==> src/rtl/video_pkg.sv <==
//~~~~~~~~~~~~~~~~~~~~~~~~~~~~~~~~~~~~~~~~~~~~~~~~~~~~~~~~~~~~~~~~~~~~~~~~~~~
// Video pipeline shared definitions
//~~~~~~~~~~~~~~~~~~~~~~~~~~~~~~~~~~~~~~~~~~~~~~~~~~~~~~~~~~~~~~~~~~~~~~~~~~~
`default_nettype none

package video_pkg;

	// bits per colour channel coming from the core
	localparam int IN_DEPTH = 4;

	// bits per colour channel on the VGA pins
	localparam int OUT_DEPTH = 6;

	// line buffer pixel counter width
	localparam int HCNT_WIDTH = 9;

	// words per line buffer bank
	localparam int LINE_WORDS = 2 ** HCNT_WIDTH;

	// one full-depth pixel
	typedef struct packed {
		logic [OUT_DEPTH-1:0] r;
		logic [OUT_DEPTH-1:0] g;
		logic [OUT_DEPTH-1:0] b;
	} rgb_t;

	// scanline dimming of the repeated line
	// the name gives the share of brightness removed
	typedef enum logic [1:0] {
		SL_NONE = 2'b00,
		SL_25   = 2'b01,
		SL_50   = 2'b10,
		SL_75   = 2'b11
	} scanline_t;

endpackage

`default_nettype wire

==> src/rtl/pix_bus_if.sv <==
//~~~~~~~~~~~~~~~~~~~~~~~~~~~~~~~~~~~~~~~~~~~~~~~~~~~~~~~~~~~~~~~~~~~~~~~~~~~
// Pixel bus
//~~~~~~~~~~~~~~~~~~~~~~~~~~~~~~~~~~~~~~~~~~~~~~~~~~~~~~~~~~~~~~~~~~~~~~~~~~~
`timescale 1ns/1ps
`default_nettype none

interface pix_bus_if import video_pkg::*; ();

	// colour of the current pixel
	rgb_t pix;

	// active-low sync levels
	logic hs;
	logic vs;

	// one-cycle pulse when pix carries a new pixel
	logic stb;

	// producer side
	modport source (
		output pix,
		output hs,
		output vs,
		output stb
	);

	// consumer side
	modport sink (
		input pix,
		input hs,
		input vs,
		input stb
	);

endinterface

`default_nettype wire

==> src/rtl/video_input_stage.sv <==
//~~~~~~~~~~~~~~~~~~~~~~~~~~~~~~~~~~~~~~~~~~~~~~~~~~~~~~~~~~~~~~~~~~~~~~~~~~~
// Core pixel input stage
//~~~~~~~~~~~~~~~~~~~~~~~~~~~~~~~~~~~~~~~~~~~~~~~~~~~~~~~~~~~~~~~~~~~~~~~~~~~
`timescale 1ns/1ps
`default_nettype none

module video_input_stage import video_pkg::*; (
	input  logic                clk_sys,
	input  logic                arst_n,
	input  logic                ce_x1,
	input  logic [IN_DEPTH-1:0] r,
	input  logic [IN_DEPTH-1:0] g,
	input  logic [IN_DEPTH-1:0] b,
	input  logic                hsync,
	input  logic                vsync,
	pix_bus_if.source           out,
	output logic                line_start
);

	// widen one channel by repeating its top bits below it
	function automatic logic [OUT_DEPTH-1:0] widen(input logic [IN_DEPTH-1:0] c);
		return {c, c[IN_DEPTH-1 -: (OUT_DEPTH-IN_DEPTH)]};
	endfunction

	// hsync as seen on the previous ce_x1
	logic hs_prev;

	always_ff @(posedge clk_sys or negedge arst_n) begin
		if (!arst_n) begin
			out.pix    <= '0;
			out.hs     <= 1'b1;
			out.vs     <= 1'b1;
			out.stb    <= 1'b0;
			line_start <= 1'b0;
			hs_prev    <= 1'b1;
		end else begin
			// strobe follows ce_x1 by one cycle
			out.stb    <= ce_x1;
			line_start <= ce_x1 & hs_prev & ~hsync;
			if (ce_x1) begin
				out.pix.r <= widen(r);
				out.pix.g <= widen(g);
				out.pix.b <= widen(b);
				out.hs    <= hsync;
				out.vs    <= vsync;
				hs_prev   <= hsync;
			end
		end
	end

	// a line start is always a fresh pixel that already carries hsync low
	a_line_start_stb: assert property (@(posedge clk_sys) disable iff (!arst_n)
		line_start |-> out.stb && !out.hs);

endmodule

`default_nettype wire

==> src/flat_wrapper.sv <==
// flat-port wrapper written by rule: the top's interface ports become plain ports
module video_input_stage_flat import video_pkg::*;
  (clk_sys, arst_n, ce_x1, r, g, b, hsync, vsync, line_start, out_pix, out_hs, out_vs, out_stb);
  pix_bus_if out_i ();
  input  logic clk_sys;
  input  logic arst_n;
  input  logic ce_x1;
  input  logic [IN_DEPTH-1:0] r;
  input  logic [IN_DEPTH-1:0] g;
  input  logic [IN_DEPTH-1:0] b;
  input  logic hsync;
  input  logic vsync;
  output logic line_start;
  output wire logic [$bits(out_i.pix)-1:0] out_pix;
  output wire logic [$bits(out_i.hs)-1:0] out_hs;
  output wire logic [$bits(out_i.vs)-1:0] out_vs;
  output wire logic [$bits(out_i.stb)-1:0] out_stb;
  assign out_pix = out_i.pix;
  assign out_hs = out_i.hs;
  assign out_vs = out_i.vs;
  assign out_stb = out_i.stb;
  video_input_stage u_core (.clk_sys(clk_sys), .arst_n(arst_n), .ce_x1(ce_x1), .r(r), .g(g), .b(b), .hsync(hsync), .vsync(vsync), .out(out_i), .line_start(line_start));
endmodule
==> config.mk <==
export PLATFORM = sky130hd
export DESIGN_NAME = video_input_stage_flat
export DESIGN_NICKNAME = d
export VERILOG_FILES = /design/src/rtl/video_pkg.sv /design/src/rtl/pix_bus_if.sv /design/src/rtl/video_input_stage.sv /design/src/flat_wrapper.sv
export SDC_FILE = /design/constraint.sdc
export NUM_CORES = 1
export LEC_CHECK = 0
export ABC_AREA = 1
export ABC_CLOCK_PERIOD_IN_PS = 800
export BUFFER_PORTS_ARGS = -buffer_cell sky130_fd_sc_hd__buf_2
export CORE_ASPECT_RATIO = 1.1
export CORE_MARGIN = 4
export CORE_UTILIZATION = 35
export DETAILED_ROUTE_END_ITERATION = 7
export GPL_TIMING_DRIVEN = 0
export PLACE_DENSITY = 0.74
export SETUP_SLACK_MARGIN = 0.2
export SYNTH_ARGS = -nofsm -noshare
export SYNTH_HDL_FRONTEND = slang
export SYNTH_SLANG_ARGS = --single-unit
==> constraint.sdc <==
create_clock -name clk_sys -period 0.8 [get_ports clk_sys]
set_clock_uncertainty 0.1 [all_clocks]
set_input_delay 0.2 -clock clk_sys [delete_from_list [all_inputs] [get_ports clk_sys]]
set_output_delay 0.2 -clock clk_sys [all_outputs]
set_load 0.01 [all_outputs]
==> results.sh <==
export IMPL_antenna_left=0
export IMPL_critical_path_max_stage_delay_ns=0.56
export IMPL_critPathTopFamily="flip-flops"
export IMPL_tns_ns=-9.298
export IMPL_power_density_mw_per_mm2=1716
export IMPL_core_area_mm2=0.001822
export IMPL_diodes=0
export IMPL_routed_wl_um=1694
export IMPL_setup_violations=32
export IMPL_die_w_um=50.01
export IMPL_start_util_pct=37.29
export IMPL_route_detailed_drc=0
export IMPL_slew_violations=0
export IMPL_avgSynthCellArea_um2=9.706
export IMPL_drtPass1Iterations=2
export IMPL_clock_sinks=16
export IMPL_syn_nets=87
export IMPL_dp_hpwl_um=1069
export IMPL_intPower_w=0.001511
export IMPL_ys_ff_latch=16
export IMPL_outcome="finished with violations"
export IMPL_maxCapViolCount=0
export IMPL_drive_gt1_share_pct=62.70
export IMPL_die_h_um=54.21
export IMPL_p_seq_share_pct=45.6
export IMPL_grt_max_degree=17
export IMPL_hold_violations=18
export IMPL_cp_max_fo=2
export IMPL_crit_slowest_cell="dfstp_2"
export IMPL_rsz0062_at_grt="yes"
export IMPL_tightest_slew_ns=0.3571
export IMPL_num_rows=16
export IMPL_max_freq_mhz=803.0
export IMPL_io_pins=39
export IMPL_setup_slack_ns=-0.4453
export IMPL_slew_headroom_pct=76.19
export IMPL_clockPowerShare_pct=26.2
export IMPL_cts_buffers=3
export IMPL_synth_distinct_cells=10
export IMPL_path_cells="buf_6"
export IMPL_pwr_share_comb_pct=28.3
export IMPL_critPathLaunchType="flip-flop"
export IMPL_first_iter_violations=3
export IMPL_nets=144
export IMPL_synth_seq_area_share_pct=59.30
export IMPL_clock_root_buffer="clkbuf_4"
export IMPL_post_drt_wl_per_cell_um=11.07
export IMPL_crit_required_ns=0.50
export IMPL_antenna_found_initial=0
export IMPL_swShare_pct=26.47
export IMPL_finalPower_w=0.002055
export IMPL_routabilityCongestion=0.6417
export IMPL_p_sw_w=0.0005439
export IMPL_reg2reg_slack_ns=-0.37
export IMPL_crit_type="reg2out"
export IMPL_num_vias=629
export IMPL_clk_latency_ns=0.29
export IMPL_finalCriticalPeriod_ns=1.245
export IMPL_vdd_drop_max_v=0.001059
export IMPL_die_area_mm2=0.002711
export IMPL_grt_pass1_vias=612
export IMPL_finalCritPeriodShare_pct=155.7
export IMPL_end_kind="primary output"
export IMPL_final_cells=153
export IMPL_hold_slack_ns=-0.2946
export IMPL_synth_cells=70
export IMPL_tritoncts="yes"
export IMPL_p_leak_nw=0.6744
export IMPL_path_clk_slew_ns=0.10
export IMPL_hold_path_class="in2async"
export IMPL_violations="negative hold slack, negative setup slack"
export IMPL_gr_total_overflow=0
export IMPL_crit_buf_inv=1
export IMPL_cp_arrival_ns=0.95
export IMPL_place_inst=135
export IMPL_grt_use_total_pct=13.43
export IMPL_syn2layout_area_growth_pct=76.24
export IMPL_viasPerCell=4.111
export IMPL_clockBufferDepth=2
export IMPL_io_buffers=38
export IMPL_yosys_warnings=0
export IMPL_ctsHtreeMaxLevel=1
export IMPL_netlist_area_um2=679.4
export IMPL_grt_pass1_wl_um=2615
## layer usage
layer | part of all wire, % | global-route usage (%) | vias up
met4 | 2.5 | 10.14 | 0
met1 | 36 | 12.52 | 292
met2 | 57 | 26.09 | 19
met3 | 3.7 | 2.725 | 4
li1 | - | - | 314
met5 | 0 | 0 | -
## cell usage after synthesis (all sizes together)
cell / instances / area, um^2
buf: 8 / 76.32
clkbuf: 1 / 13.76
dfrtp: 14 / 350.3
dfstp: 2 / 52.55
inv: 1 / 8.760
nand2: 43 / 173.9
nor2: 1 / 3.750
## timing repair
item / in CTS / in global routing
endpoints found under the hold margin: 17 / 18
resized for setup: 15 / 14
setup endpoints to repair: 37 / 37
buffers inserted: 11 / 3
pin swaps: 10 / 5
## layout make-up
class | count | area (um^2)
Fill cell | 157 | 624.3
Sequential cell | 16 | 402.9
Timing Repair Buffer | 52 | 396.6
Multi-Input combinational cell | 44 | 202.7
Buffer | 9 | 116.4
Clock buffer | 4 | 36.28
Tap cell | 27 | 33.78
Inverter | 1 | 8.758
## power by group through the flow
| stage | logic (W) | registers (W) | clock network (W) |
|---|---|---|---|
| after floorplan | 0.000174 | 0.000979 | 0 |
| after global placement | 0.000369 | 0.000942 | 0 |
| after CTS | 0.000523 | 0.000930 | 0.000547 |
| after detailed placement | 0.000377 | 0.000947 | 0 |
| final | 0.000581 | 0.000936 | 0.000538 |
| after global routing | 0.000629 | 0.000948 | 0.000616 |
## cells by family (layout without fill, tap and decap cells)
family | after synthesis | count (layout) | share of synthesized area, %
buffers and inverters | 10 | 66 | 14.55
DFF | 16 | 16 | 59.30
and+or+nand+nor | 44 | 44 | 26.15
## flip-flops by register name, summed over array words and instances, names as in the netlist
| name | flops |
|---|---|
| u_core.line_start | 1 |
| u_core.out.hs | 1 |
| u_core.out.pix | 12 |
| u_core.out.stb | 1 |
| u_core.out.vs | 1 |
## through the flow
step | hold WS, ns | worst slack, ns | util, % | instance area [um^2]
floorplan | -0.1956 | -0.05443 | - | 705.7
global placement | 0.02226 | -0.1416 | 51.03 | 929.6
detailed placement | 0.02946 | -0.1483 | 51.03 | 929.6
CTS | -0.2851 | -0.4455 | 61.74 | 1125
global route | -0.2971 | -0.4998 | 65.73 | 1197
finish | -0.2946 | -0.4453 | 65.73 | 1197
## worst paths after layout
kind / start / end / depth (start not counted)
setup / recovery: u_core.out.vs$_DFFE_PN1P_ / out_vs / 1
hold / removal: arst_n / u_core.out.pix[13]$_DFFE_PN0P_ / 1
setup reg to reg: u_core.out.hs$_DFFE_PN1P_ / u_core.line_start$_DFF_PN0_ / 6
hold reg to reg: u_core.out.vs$_DFFE_PN1P_ / u_core.out.vs$_DFFE_PN1P_ / 2
max in group asynchronous: arst_n / u_core.out.hs$_DFFE_PN1P_ / 1
min in group clk_sys: ce_x1 / u_core.out.stb$_DFF_PN0_ / 1
## layout by cell type (no fill, tap or decap)
cell type	netlist	layout
buf_2	0	29
inv_6	1	1
dfstp_2	2	2
nand2_2	5	9
clkbuf_4	0	3
nor2_1	1	1
buf_4	6	2
buf_8	0	1
buf_12	1	1
dfrtp_1	14	14
buf_6	1	27
clkbuf_8	1	2
nand2_4	0	2
nand2_1	38	32
(Power assumes the default switching activity.)
