$ cat config.mk
export PLATFORM = sky130hd
export DESIGN_NAME = video_out_select_flat
export DESIGN_NICKNAME = d
export VERILOG_FILES = /design/src/rtl/video_pkg.sv /design/src/rtl/pix_bus_if.sv /design/src/rtl/video_out_select.sv /design/src/flat_wrapper.sv
export SDC_FILE = /design/constraint.sdc
export NUM_CORES = 1
export LEC_CHECK = 0
export BUFFER_PORTS_ARGS = -buffer_cell sky130_fd_sc_hd__buf_2
export CAP_MARGIN = 5
export CORE_MARGIN = 5
export CORE_UTILIZATION = 54
export CTS_CLUSTER_SIZE = 16
export DETAILED_ROUTE_END_ITERATION = 16
export HOLD_SLACK_MARGIN = 0.06
export PLACE_DENSITY = 0.79
export SLEW_MARGIN = 5
export SYNTH_ARGS = -nofsm -noshare
export SYNTH_HDL_FRONTEND = slang
export SYNTH_SLANG_ARGS = --single-unit
$ cat constraint.sdc
create_clock -name clk_sys -period 3.05 [get_ports clk_sys]
set_input_delay 0.305 -clock clk_sys [delete_from_list [all_inputs] [get_ports clk_sys]]
set_output_delay 0.305 -clock clk_sys [all_outputs]
set_load 0.01 [all_outputs]
$ cat src/rtl/video_pkg.sv
//~~~~~~~~~~~~~~~~~~~~~~~~~~~~~~~~~~~~~~~~~~~~~~~~~~~~~~~~~~~~~~~~~~~~~~~~~~~
// Video pipeline shared definitions
//~~~~~~~~~~~~~~~~~~~~~~~~~~~~~~~~~~~~~~~~~~~~~~~~~~~~~~~~~~~~~~~~~~~~~~~~~~~
`default_nettype none

package video_pkg;

	// bits per colour channel coming from the core
	localparam int IN_DEPTH = 4;

	// bits per colour channel on the VGA pins
	localparam int OUT_DEPTH = 6;

	// line buffer pixel counter width
	localparam int HCNT_WIDTH = 9;

	// words per line buffer bank
	localparam int LINE_WORDS = 2 ** HCNT_WIDTH;

	// one full-depth pixel
	typedef struct packed {
		logic [OUT_DEPTH-1:0] r;
		logic [OUT_DEPTH-1:0] g;
		logic [OUT_DEPTH-1:0] b;
	} rgb_t;

	// scanline dimming of the repeated line
	// the name gives the share of brightness removed
	typedef enum logic [1:0] {
		SL_NONE = 2'b00,
		SL_25   = 2'b01,
		SL_50   = 2'b10,
		SL_75   = 2'b11
	} scanline_t;

endpackage

`default_nettype wire

$ cat src/rtl/pix_bus_if.sv
//~~~~~~~~~~~~~~~~~~~~~~~~~~~~~~~~~~~~~~~~~~~~~~~~~~~~~~~~~~~~~~~~~~~~~~~~~~~
// Pixel bus
//~~~~~~~~~~~~~~~~~~~~~~~~~~~~~~~~~~~~~~~~~~~~~~~~~~~~~~~~~~~~~~~~~~~~~~~~~~~
`timescale 1ns/1ps
`default_nettype none

interface pix_bus_if import video_pkg::*; ();

	// colour of the current pixel
	rgb_t pix;

	// active-low sync levels
	logic hs;
	logic vs;

	// one-cycle pulse when pix carries a new pixel
	logic stb;

	// producer side
	modport source (
		output pix,
		output hs,
		output vs,
		output stb
	);

	// consumer side
	modport sink (
		input pix,
		input hs,
		input vs,
		input stb
	);

endinterface

`default_nettype wire

$ cat src/rtl/video_out_select.sv
//~~~~~~~~~~~~~~~~~~~~~~~~~~~~~~~~~~~~~~~~~~~~~~~~~~~~~~~~~~~~~~~~~~~~~~~~~~~
// VGA output select and blend
//~~~~~~~~~~~~~~~~~~~~~~~~~~~~~~~~~~~~~~~~~~~~~~~~~~~~~~~~~~~~~~~~~~~~~~~~~~~
`timescale 1ns/1ps
`default_nettype none

module video_out_select import video_pkg::*; (
	input  logic    clk_sys,
	input  logic    arst_n,
	input  logic    scandoubler_disable,
	input  logic    blend,
	pix_bus_if.sink bypass,
	pix_bus_if.sink doubled,
	output rgb_t    vga_pix,
	output logic    vga_hs,
	output logic    vga_vs
);

	// mean of two channels, rounded down
	function automatic logic [OUT_DEPTH-1:0] avg(
		input logic [OUT_DEPTH-1:0] a,
		input logic [OUT_DEPTH-1:0] c
	);
		logic [OUT_DEPTH:0] sum;
		sum = {1'b0, a} + {1'b0, c};
		return sum[OUT_DEPTH:1];
	endfunction

	rgb_t sel_pix;
	logic sel_hs;
	logic sel_vs;
	logic sel_stb;

	// last_pix holds the newest taken pixel, prev_pix the one before it
	rgb_t last_pix;
	rgb_t prev_pix;
	rgb_t partner;
	rgb_t mix;

	always_comb begin
		sel_pix = scandoubler_disable ? bypass.pix : doubled.pix;
		sel_hs  = scandoubler_disable ? bypass.hs  : doubled.hs;
		sel_vs  = scandoubler_disable ? bypass.vs  : doubled.vs;
		sel_stb = scandoubler_disable ? bypass.stb : doubled.stb;
		// on a strobe the bus already shows the new pixel
		partner = sel_stb ? last_pix : prev_pix;
		mix.r   = avg(sel_pix.r, partner.r);
		mix.g   = avg(sel_pix.g, partner.g);
		mix.b   = avg(sel_pix.b, partner.b);
	end

	always_ff @(posedge clk_sys or negedge arst_n) begin
		if (!arst_n) begin
			last_pix <= '0;
			prev_pix <= '0;
			vga_pix  <= '0;
			vga_hs   <= 1'b1;
			vga_vs   <= 1'b1;
		end else begin
			if (sel_stb) begin
				last_pix <= sel_pix;
				prev_pix <= last_pix;
			end
			vga_pix <= blend ? mix : sel_pix;
			// syncs pass unblended
			vga_hs  <= sel_hs;
			vga_vs  <= sel_vs;
		end
	end

endmodule

`default_nettype wire

$ cat src/flat_wrapper.sv
// flat-port wrapper written by rule: the top's interface ports become plain ports
module video_out_select_flat import video_pkg::*;
  (clk_sys, arst_n, scandoubler_disable, blend, vga_pix, vga_hs, vga_vs, bypass_pix, bypass_hs, bypass_vs, bypass_stb, doubled_pix, doubled_hs, doubled_vs, doubled_stb);
  pix_bus_if bypass_i ();
  pix_bus_if doubled_i ();
  input  logic clk_sys;
  input  logic arst_n;
  input  logic scandoubler_disable;
  input  logic blend;
  output rgb_t vga_pix;
  output logic vga_hs;
  output logic vga_vs;
  input wire logic [$bits(bypass_i.pix)-1:0] bypass_pix;
  input wire logic [$bits(bypass_i.hs)-1:0] bypass_hs;
  input wire logic [$bits(bypass_i.vs)-1:0] bypass_vs;
  input wire logic [$bits(bypass_i.stb)-1:0] bypass_stb;
  input wire logic [$bits(doubled_i.pix)-1:0] doubled_pix;
  input wire logic [$bits(doubled_i.hs)-1:0] doubled_hs;
  input wire logic [$bits(doubled_i.vs)-1:0] doubled_vs;
  input wire logic [$bits(doubled_i.stb)-1:0] doubled_stb;
  assign bypass_i.pix = bypass_pix;
  assign bypass_i.hs = bypass_hs;
  assign bypass_i.vs = bypass_vs;
  assign bypass_i.stb = bypass_stb;
  assign doubled_i.pix = doubled_pix;
  assign doubled_i.hs = doubled_hs;
  assign doubled_i.vs = doubled_vs;
  assign doubled_i.stb = doubled_stb;
  video_out_select u_core (.clk_sys(clk_sys), .arst_n(arst_n), .scandoubler_disable(scandoubler_disable), .blend(blend), .bypass(bypass_i), .doubled(doubled_i), .vga_pix(vga_pix), .vga_hs(vga_hs), .vga_vs(vga_vs));
endmodule
==> metrics.md, run 1 <==
| Metric | Value |
|---|---|
| Dpl hpwl | about 4300 µm |
| Initial Utilization | 0.555 |
| Die Width | between 80 and 90 µm |
| Post-synth ARST share | 1.00 |
| Largest net degree at the start of global routing | 47 |
| Clk_skew | between 6 and 7 ps |
| Hold Violations, Final | 0 |
| Rel. slew slack | 0.355 |
| HP Class | input pin to async pin |
| Die Height | between 80 and 90 µm |
| Via count | roughly 2100 |
| Synth warn | 0 |
| Post-Syn Area per Cell | 11.9 µm² |
| Most common cell after layout, fill and taps aside | buf_2 |
| Share of cells above drive strength 1 | 0.406 |
| Pre-antenna DRT Iters | 4 |
| GR Util All Layers | 0.170 |
| Setup slack after layout | 591 ps |
| Leak | around 1.7 nW |
| Area Overhead vs Synth | 16.8% |
| GPL Wtd Cong | ~0.83 |
| DRC viols | 0 |
| CTS buffer count | 5 |
| Status | finished clean |
| Port buffer count | 65 |
| Placed cells | about 390 |
| Worst Max-Slew Pin Slew | a little under 1000 ps |
| Core Rows | 27 |
| Worst skew pair latency | about 290 ps |
| Initial antenna violation count | 0 |
| P per Cell Area | 610 nW/µm² |
| Post-Route Utilization | 0.648 |
| Hold_ws | approximately 160 ps |
| Post-synthesis cell type count | between 40 and 50 |
| Nets | between 300 and 400 |
| Synth Net Count | between 300 and 400 |
| Worst slack, placed | approximately 260 ps |
| Via count of the first global-routing pass | between 2000 and 2500 |
| Critical path data arrival time | around 2600 ps |
| Post-synthesis sequential area ratio | 0.460 |
| Synth Cell Area | 3050 µm² |
| Max Fclk | a little over 400 MHz |
| TritonCTS Sinks | 56 |
| Synthesized instance count | about 260 |
| Max Transition Viols Final | 0 |
| Setup tns final | 0 ps |
| I/O pin total | 66 |
| Post-CTS setup buffer count | 0 |
| EDFF count, synth | 0 |
| Global-route wire length before repair | 10100 µm |
| Tmin final | roughly 2500 ps |
| Htree depth | 2 |
| Most frequent cells in the layout | 65 x buf_2, 54 x dfrtp_1, 42 x mux2_2, 24 x a21oi_1, 22 x nor2_1 |
| Worst ir drop on vdd | ~0.27 mV |
| Clock root buffer | clkbuf_8 |
| Initial DRC count | 66 |
| RSZ-0062 raised after global routing | no |
| Synth Flop Type | dfrtp_1 |
| Post-detailed-route count of antenna-violating nets | 0 |
| Gr ovfl total | 0 |
| DR vias/cell | 5.41 |
| DIE AREA | around 7300 µm² |
| Crit. End Element | flop |
| Clk slew on worst S/H paths | about 90 ps |
| Post-Route WL | around 5800 µm |
| # setup viols final | 0 |
| Worst setup path class | input pin to flop |
| Tcrit/Tclk final | 0.806 |
| Crit path required time | 3230 ps |
| Number of max-cap violations | 0 |
| Core area | 5510 µm² |
| # diodes | 0 |
| Setup crit start kind | input pin |
| Synth Register Bits | 56 |
| CTS tree | built |
| Clock Path Buffers | 2 |
| Worst-path fanout max | 22 |
| Hold Buf Count CTS | 0 |
| DR WL/cell | 14.5 µm |
| Finished Layout Cells | a little under 400 |
| Post-cts repair resize count | 0 |
## report_power, final
group | internal [mW] | leakage, nW | switching [mW]
sequential | 0.893 | 0.642 | 0.0518
combinational | 0.377 | 0.966 | 0.388
clock | 0.246 | 0.0524 | 0.221
## per-stage QoR
step | instance area, µm² | total power [mW]
2_1_floorplan | 3060 | 1.51
6_report | 3570 | 2.18
5_1_grt | 3570 | 2.33
3_3_place_gp | 3460 | 1.70
3_5_place_dp | 3460 | 1.73
4_1_cts | 3570 | 2.20
## worst max-delay path: stages
cell     delay [ps]
buf_2           110
mux2_4          420
buf_4           210
mux2_4          330
xnor2_1         140
ha_1            240
a21o_1          170
a21o_1          190
a211o_1         290
a31o_1          220
## registers in the layout, indices dropped and copies added, names as in the netlist
name             cells
u_core.last_pix     18
u_core.prev_pix     18
u_core.vga_pix      18
u_core.vga_hs        1
u_core.vga_vs        1
## logic make-up after synthesis
group,synth area share
adders and majority gates,0.0766
muxes,0.211
xor gates and xnor gates,0.0356
buffers and inverters,0.0279
AOI/OAI and AO/OA,0.126
DFF,0.460
and+or+nand+nor,0.0639
## cell type report
cell class / instances / area (µm²)
multi-input combinational: 183 / 1570
inverter: 6 / 22.5
timing repair buffer: 72 / 378
clock inverter: 1 / 30.0
tap: 72 / 90.1
clock buffer: 7 / 76.3
sequential: 56 / 1400
fill: 439 / 1940
## layer usage
| layer | wire, µm | global-route usage | vias up |
|---|---|---|---|
| li1 | - | - | 1060 |
| met1 | 2500 | 0.210 | 1022 |
| met2 | 2870 | 0.299 | 53 |
| met3 | 285 | 0.0320 | 11 |
| met4 | 97 | 0.0532 | 0 |
| met5 | 0 | 0 | - |
## cell usage after synthesis (2+ instances only)
cell type,number,area share
a21o_1,6,0.015
a21oi_1,24,0.039
a221o_1,2,0.0066
a22oi_1,2,0.0049
a31o_1,2,0.0057
a31oi_1,3,0.0061
and2_1,2,0.0041
buf_2,2,0.0033
buf_6,2,0.0074
clkbuf_1,7,0.0086
dfrtp_1,54,0.44
dfstp_2,2,0.017
fa_1,2,0.013
ha_1,13,0.053
inv_1,6,0.0074
maj3_1,2,0.0066
mux2_2,42,0.15
mux2_4,4,0.020
mux2i_1,11,0.036
nand2_1,5,0.0061
nand3_1,3,0.0049
nor2_1,22,0.027
o21a_1,2,0.0049
o21ai_0,5,0.0082
o31ai_1,3,0.0074
xnor2_1,8,0.023
## worst paths after layout
check | to | start | depth (start not counted) | slack [ps]
max | u_core.vga_pix[15]$_DFF_PN0_ | scandoubler_disable | 10 | 590
min | u_core.last_pix[6]$_DFFE_PN0P_ | arst_n | 1 | 160
max reg2reg | u_core.vga_pix[5]$_DFF_PN0_ | u_core.last_pix[1]$_DFFE_PN0P_ | 7 | 820
min reg2reg | u_core.last_pix[16]$_DFFE_PN0P_ | u_core.last_pix[16]$_DFFE_PN0P_ | 1 | 510
max in group asynchronous | u_core.prev_pix[2]$_DFF_PN0_ | arst_n | 2 | 2170
min in group clk_sys | u_core.vga_hs$_DFF_PN1_ | doubled_hs | 2 | 240
(Power assumes the default switching activity.)
==> run 2, diff against run 1 <==
Settings changed: ABC_AREA set to 1, CORE_UTILIZATION 54 to 55, PLACE_DENSITY 0.79 to 0.8.
Clock period 3.05 ns to 2.36 ns, I/O delays scaled along.
==> metrics.md, run 2 <==
| Metric | Value |
|---|---|
| Global-route wire length before repair | 12000 µm (was 10100 µm) |
| Synth Area in XOR/XNOR | 0.0164 (was 0.0356) |
| R2R setup slack | 610 ps (was 820 ps) |
| Switching share of power | 0.327 (was 0.304) |
| Gr ovfl total | 0 (unchanged) |
| Multiplexer share of the synthesized area | 0 (was 0.211) |
| Post-route cell area | 3720 µm² (was 3570 µm²) |
| Delay-heaviest family, CP | simple AND/OR/NAND/NOR gates (was compound AO/OA/AOI/OAI gates) |
| Worst Max-Slew Pin Slew | 582 ps (was 968 ps) |
| TritonCTS Sinks | 56 (unchanged) |
| Post-Syn Area per Cell | 7.81 µm² (was 11.9 µm²) |
| Synth warn | 0 (unchanged) |
| Most common cell after layout, fill and taps aside | nand2_1 (was buf_2) |
| Crit Reg-Reg Endpoint | u_core.vga_pix[4]$_DFF_PN0_ (was u_core.vga_pix[5]$_DFF_PN0_) |
| Critical path data arrival time | 2080 ps (was 2640 ps) |
| Dpl hpwl | 5290 µm (was 4290 µm) |
| DRC viols | 0 (unchanged) |
| Top flop regs | u_core.last_pix x18, u_core.prev_pix x18, u_core.vga_pix x18 (unchanged) |
| Most used routing layer | met2 (unchanged) |
| Worst skew pair latency | 310 ps (was 290 ps) |
| Reg2Reg Depth | 11 (was 7) |
| Ranking of synthesized cells by area | dfrtp_1 42%, nand2_1 18%, o21ai_0 5.9% (was dfrtp_1 44%, mux2_2 15%, ha_1 5.3%) |
| Share of cells above drive strength 1 | 0.230 (was 0.406) |
| Met2 Usage GRT | 0.327 (was 0.299) |
| Placed inst area | 3610 µm² (was 3460 µm²) |
| GR Util met3 | 0.0409 (was 0.0320) |
| Synth Cell Area | 3210 µm² (was 3050 µm²) |
| CTS buffer count | 5 (unchanged) |
| Post-synthesis sequential area ratio | 0.438 (was 0.460) |
| Synth Net Count | 472 (was 318) |
| GPL Wtd Cong | 0.889 (was 0.831) |
| Core area | 5570 µm² (was 5510 µm²) |
| Initial DRC count | 201 (was 66) |
| Worst-path fanout max | 33 (was 22) |
| Most frequent cells in the layout | 152 x nand2_1, 65 x buf_2, 54 x dfrtp_1, 49 x inv_1, 38 x o21ai_0 (was 65 x buf_2, 54 x dfrtp_1, 42 x mux2_2, 24 x a21oi_1, 22 x nor2_1) |
| NetSw | 0.848 mW (was 0.661 mW) |
| Clk_skew | 9.44 ps (was 6.84 ps) |
| Rel. slew slack | 0.612 (was 0.355) |
| I/O pin total | 66 (unchanged) |
| Critical path startpoint | scandoubler_disable (unchanged) |
| GR Util All Layers | 0.200 (was 0.170) |
| Tcrit/Tclk final | 0.795 |
| Post-Route WL | 7030 µm (was 5760 µm) |
| Worst ir drop on vdd | 0.506 mV (was 0.275 mV) |
| Post-cts repair resize count | 0 (unchanged) |
| Via count | 2715 (was 2146) |
| Htree depth | 2 (unchanged) |
| CTS tree | built (unchanged) |
| Hold Violations, Final | 0 (unchanged) |
| Synth Area in Compound Gates | 0.107 (was 0.126) |
| Setup tns final | 0 ps (unchanged) |
| Cell repeated most along the worst path | nand2_1 |
| Worst path slowest cell | o21ai_0 (was mux2_4) |
| Synthesized instance count | 411 (was 257) |
| Crit. End Element | flop (unchanged) |
| Largest net degree at the start of global routing | 34 (was 47) |
| Post-synthesis adder-cell area fraction | 0.0632 (was 0.0766) |
| Port buffer count | 65 (unchanged) |
| Max Fclk | 533 MHz |
| Most instantiated cells after synthesis | 152 x nand2_1, 54 x dfrtp_1, 49 x inv_1, 38 x o21ai_0, 16 x nand3_1 (was 54 x dfrtp_1, 42 x mux2_2, 24 x a21oi_1, 22 x nor2_1, 13 x ha_1) |
| Int Power | 1.74 mW (was 1.52 mW) |
| Worst path max stage delay | 470 ps (was 420 ps) |
| M1 GR Usage | 0.273 (was 0.210) |
| Hold_ws | 116 ps (was 155 ps) |
| Tmin final | roughly 1900 ps |
| Sequential power share | 0.449 (was 0.434) |
| HP Start | doubled_vs |
| Post-synth ARST share | 1.00 (unchanged) |
| Most numerous cell in the Yosys netlist | nand2_1 (was dfrtp_1) |
| EDFF count, synth | 0 (unchanged) |
| Clock share of power | 0.239 (was 0.214) |
| HP Class | input pin to flop (was input pin to async pin) |
| Clock Path Buffers | 2 (unchanged) |
| DR vias/cell | 4.94 (was 5.41) |
| Die Width | 86.4 µm (was 85.2 µm) |
| Post-synthesis cell type count | 34 (was 47) |
| Synth area leader | dfrtp_1 (unchanged) |
| DR WL/cell | 12.8 µm (was 14.5 µm) |
| Initial antenna violation count | 0 (unchanged) |
| Synth Flop Type | dfrtp_1 (unchanged) |
| Status | finished clean (unchanged) |
| Pre-antenna DRT Iters | 4 (unchanged) |
| Worst setup path class | input pin to flop (unchanged) |
| Stages on worst setup path | 14 (was 10) |
| Setup crit end | u_core.vga_pix[4]$_DFF_PN0_ (was u_core.vga_pix[15]$_DFF_PN0_) |
| Nets | 538 (was 385) |
| Post-detailed-route count of antenna-violating nets | 0 (unchanged) |
| Via count of the first global-routing pass | 2653 (was 2282) |
| Simple-Gate Fraction of Synth Area | 0.284 (was 0.0639) |
| Reg2Reg Launch Point | u_core.last_pix[1]$_DFFE_PN0P_ (unchanged) |
| Leak | 2.10 nW (was 1.66 nW) |
| # setup viols final | 0 (unchanged) |
| Core Rows | 27 (unchanged) |
| Synth Register Bits | 56 (unchanged) |
| Max Transition Viols Final | 0 (unchanged) |
| Setup crit start kind | input pin (unchanged) |
| P per Cell Area | 696 nW/µm² (was 610 nW/µm²) |
| RSZ-0062 raised after global routing | no (unchanged) |
| Gate power share | 0.312 (was 0.351) |
| Critical path buffer and inverter count | 3 (was 2) |
| Total power | 2.59 mW (was 2.18 mW) |
| Yosys top cell area share | 0.421 (was 0.442) |
| Initial Utilization | 0.576 (was 0.555) |
| Hold Buf Count CTS | 1 (was 0) |
| # diodes | 0 (unchanged) |
| Largest family of logic cells by synthesized area | simple AND/OR/NAND/NOR gates (was multiplexers) |
| Crit path required time | 2560 ps (was 3230 ps) |
| Number of max-cap violations | 0 (unchanged) |
| Crit path cell chain | buf_2 -> inv_8 -> nand2_4 -> nand2_4 -> o21ai_0 -> ha_1 -> nand2_1 -> inv_1 -> nand2_1 -> nand2_1 -> nand2_1 -> nand3b_1 -> nand3_1 -> nand2_1 (was buf_2 -> mux2_4 -> buf_4 -> mux2_4 -> xnor2_1 -> ha_1 -> a21o_1 -> a21o_1 -> a211o_1 -> a31o_1) |
| Clock root buffer | clkbuf_8 (unchanged) |
| Clk slew on worst S/H paths | 90 ps (about the same) |
| Post-CTS setup buffer count | 0 (unchanged) |
| DIE AREA | 7460 µm² (was 7260 µm²) |
| Die Height | 86.4 µm (was 85.2 µm) |
| Area Overhead vs Synth | 16.1% (was 16.8%) |
[run 2: cells by family after synthesis]
kind of cell               Yosys count
and+or+nand+nor                    203
xor gates and xnor gates             6
AOI/OAI and AO/OA                   62
adders and majority gates           15
DFF                                 56
buffers and inverters               69
[run 2: metrics by stage]
step	cells	util	setup slack, ps
floorplan	411	-	240
global placement	541	0.647	264
detailed placement	541	0.647	171
CTS	550	0.668	503
global route	550	0.668	316
finish	550	0.668	483
[run 2: worst min path at each step]
stage | to | slack (ps) | depth (start not counted)
after global placement | u_core.prev_pix[13]$_DFF_PN0_ | 280 | 1
after global routing | u_core.vga_hs$_DFF_PN1_ | 120 | 3
after CTS | u_core.vga_vs$_DFF_PN1_ | 110 | 3
final | u_core.vga_vs$_DFF_PN1_ | 120 | 3
after floorplan | u_core.last_pix[0]$_DFFE_PN0P_ | -60 | 0
after detailed placement | u_core.prev_pix[13]$_DFF_PN0_ | 270 | 1
[run 2: worst reg2reg max path: cells and delay by family (launching register included)]
family,cells,cell delay [ps]
AOI/OAI and AO/OA,1,400
adders and majority gates,1,320
buffers and inverters,2,90
DFF,1,340
and+or+nand+nor,7,500
[run 2: metal layers]
layer  wire length [µm]  up-vias
li1                   -     1414
met1               3170     1215
met2               3310       79
met3                443        7
met4                107        0
met5                  0        -
[run 2: power by group through the flow]
stage               combinational (mW)  clock, mW  sequential [mW]
floorplan                        0.526          0             1.21
global placement                 0.783          0             1.18
detailed placement               0.804          0             1.18
CTS                              0.812      0.630             1.17
global route                     0.921      0.670             1.18
finish                           0.809      0.618             1.16
[run 2: cell type report]
type / instances / area, µm²
fill: 463 / 1850
multi-input combinational: 286 / 1510
sequential: 56 / 1400
timing repair buffer: 73 / 400
inverter: 55 / 214
tap: 72 / 90.1
clock buffer: 6 / 72.6
clock inverter: 2 / 35.0
==> run 3, diff against run 2 <==
Clock period 2.36 ns to 1.8 ns, I/O delays scaled along.
==> metrics.md, run 3 (synthesized netlist as in run 2, its figures left out) <==
| Metric | Value |
|---|---|
| Status | finished clean (unchanged) |
| Total power | 3.65 mW (was 2.59 mW) |
| # diodes | 0 (unchanged) |
| Largest net degree at the start of global routing | 30 (was 34) |
| Post-Route WL | 7800 µm (was 7030 µm) |
| CTS buffer count | 5 (unchanged) |
| Fill count | 411 (was 463) |
| Reg area | 1400 µm² (unchanged) |
| Hold Violations, Final | 0 (unchanged) |
| TritonCTS Sinks | 56 (unchanged) |
| Most frequent cells in the layout | 152 x nand2_1, 65 x buf_2, 54 x buf_4, 54 x dfrtp_1, 49 x inv_1 (was 152 x nand2_1, 65 x buf_2, 54 x dfrtp_1, 49 x inv_1, 38 x o21ai_0) |
| Most common cell after layout, fill and taps aside | nand2_1 (unchanged) |
| I/O pin total | 66 (unchanged) |
| Dpl hpwl | 6140 µm (was 5290 µm) |
| CTS tree | built (unchanged) |
| Setup tns final | 0 ps (unchanged) |
| Gr ovfl total | 0 (unchanged) |
| Crit. End Element | flop (unchanged) |
| Worst ir drop on vdd | 0.487 mV (was 0.506 mV) |
| Critical path data arrival time | 1910 ps (was 2080 ps) |
| HP Class | input pin to flop (unchanged) |
| Clock root buffer | clkbuf_8 (unchanged) |
| Htree depth | 2 (unchanged) |
| Multi-input combinational cell area | 1550 µm² (was 1510 µm²) |
| Initial DRC count | 132 (was 201) |
| Clock Path Buffers | 2 (unchanged) |
| Share of cells above drive strength 1 | 0.315 (was 0.230) |
| Leak | 2.35 nW (was 2.10 nW) |
| Post-detailed-route count of antenna-violating nets | 0 (unchanged) |
| Tmin final | roughly 1600 ps |
| Max Fclk | 607 MHz |
| Via count | 2978 (was 2715) |
| DR vias/cell | 4.95 (was 4.94) |
| Initial Utilization | 0.576 (unchanged) |
| Number of max-cap violations | 0 (unchanged) |
| Setup crit start kind | flop (was input pin) |
| DIE AREA | 7460 µm² (unchanged) |
| Rel. slew slack | 0.578 (was 0.612) |
| GPL Wtd Cong | 0.898 (was 0.889) |
| Core area | 5570 µm² (unchanged) |
| Area Overhead vs Synth | 30.2% (was 16.1%) |
| Worst Max-Slew Pin Slew | 633 ps (was 582 ps) |
| Worst skew pair latency | 320 ps (was 310 ps) |
| DR WL/cell | 13.0 µm (was 12.8 µm) |
| Crit path required time | 2060 ps (was 2560 ps) |
| Global-route wire length before repair | 13200 µm (was 12000 µm) |
| Worst path slowest cell | dfrtp_1 (was o21ai_0) |
| Via count of the first global-routing pass | 3001 (was 2653) |
| Port buffer count | 65 (unchanged) |
| Clk slew on worst S/H paths | 100 ps (was 90 ps) |
| Clk_skew | 5.97 ps (was 9.44 ps) |
| GR Util All Layers | 0.222 (was 0.200) |
| Core Rows | 27 (unchanged) |
| P per Cell Area | 875 nW/µm² (was 696 nW/µm²) |
| Nets | 590 (was 538) |
| Pre-antenna DRT Iters | 4 (unchanged) |
| Worst setup path class | flop to flop (was input pin to flop) |
| Top flop regs | u_core.last_pix x18, u_core.prev_pix x18, u_core.vga_pix x18 (unchanged) |
| Die Width | 86.4 µm (unchanged) |
| Initial antenna violation count | 0 (unchanged) |
| DRC viols | 0 (unchanged) |
| # setup viols final | 0 (unchanged) |
| RSZ-0062 raised after global routing | no (unchanged) |
| Die Height | 86.4 µm (unchanged) |
| Max Transition Viols Final | 0 (unchanged) |
| R2R setup slack | 150 ps (was 610 ps) |
| Worst path max stage delay | 380 ps (was 470 ps) |
| Tcrit/Tclk final | 0.915 |
| Worst-path fanout max | 4 (was 33) |
| Hold_ws | 208 ps (was 116 ps) |
| Crit path cell chain | inv_1 -> o21ai_1 -> ha_1 -> a21oi_1 -> nand2_1 -> nand2_1 -> nand2_1 -> nand2_1 -> nand3_1 -> nand2_1 (was buf_2 -> inv_8 -> nand2_4 -> nand2_4 -> o21ai_0 -> ha_1 -> nand2_1 -> inv_1 -> nand2_1 -> nand2_1 -> nand2_1 -> nand3b_1 -> nand3_1 -> nand2_1) |
| Cell repeated most along the worst path | nand2_1 (unchanged) |
==> run 3: repair_timing <==
item | in CTS | in global routing
hold buffers | 5 | 0
setup endpoints to repair | 0 | 4
endpoints found under the hold margin | 26 | 0
setup buffers | 0 | 1
gates resized for setup | 0 | 3
==> run 3: stage by stage <==
| stage | std cells | setup WS, ps | utilization | area, µm² |
|---|---|---|---|---|
| finish | 602 | 153 | 0.749 | 4180 |
| floorplan | 411 | -38.2 | - | 3270 |
| global route | 602 | 21.4 | 0.749 | 4180 |
| detailed placement | 588 | -151 | 0.716 | 3990 |
| CTS | 601 | 144 | 0.745 | 4150 |
| global placement | 588 | -95.7 | 0.716 | 3990 |
==> run 3: where the power goes <==
group          switching (mW)  internal (mW)
clock network           0.422          0.412
logic                   0.718          0.576
registers              0.0635           1.46
==> run 3: final cells by class <==
| class | count | share of cell area |
|---|---|---|
| multi-input cells | 286 | 0.371 |
| flip-flops and latches | 56 | 0.336 |
| repair buffers | 125 | 0.192 |
| inverters | 55 | 0.0524 |
| well taps | 72 | 0.0216 |
| clock buffers | 5 | 0.0165 |
| clock inverters | 3 | 0.0102 |
==> run 3: routing by layer <==
metal  routed length [µm]  track usage  part of all wire
met1                 3380        0.272              0.43
met2                 3850        0.398              0.49
met3                  404       0.0323             0.052
met4                  168       0.0737             0.022
met5                    0            0                 0
==> run 3: path summary, 6_finish.rpt <==
path	startpoint	end	cells after the start
hold reg to reg	u_core.last_pix[3]$_DFFE_PN0P_	u_core.last_pix[3]$_DFFE_PN0P_	2
min in group asynchronous	arst_n	u_core.prev_pix[13]$_DFF_PN0_	2
setup reg to reg	u_core.last_pix[8]$_DFFE_PN0P_	u_core.vga_pix[10]$_DFF_PN0_	10
hold / removal	doubled_pix[12]	u_core.last_pix[12]$_DFFE_PN0P_	5
setup / recovery	u_core.last_pix[8]$_DFFE_PN0P_	u_core.vga_pix[10]$_DFF_PN0_	10
max in group asynchronous	arst_n	u_core.vga_pix[4]$_DFF_PN0_	3
==> run 3: critical path, delay by kind of cell (launching register included) <==
kind | cells | cell delay, ps
flops | 1 | 380
simple gates | 6 | 510
buf+inv | 1 | 70
compound gates | 2 | 260
fa+ha+maj | 1 | 350
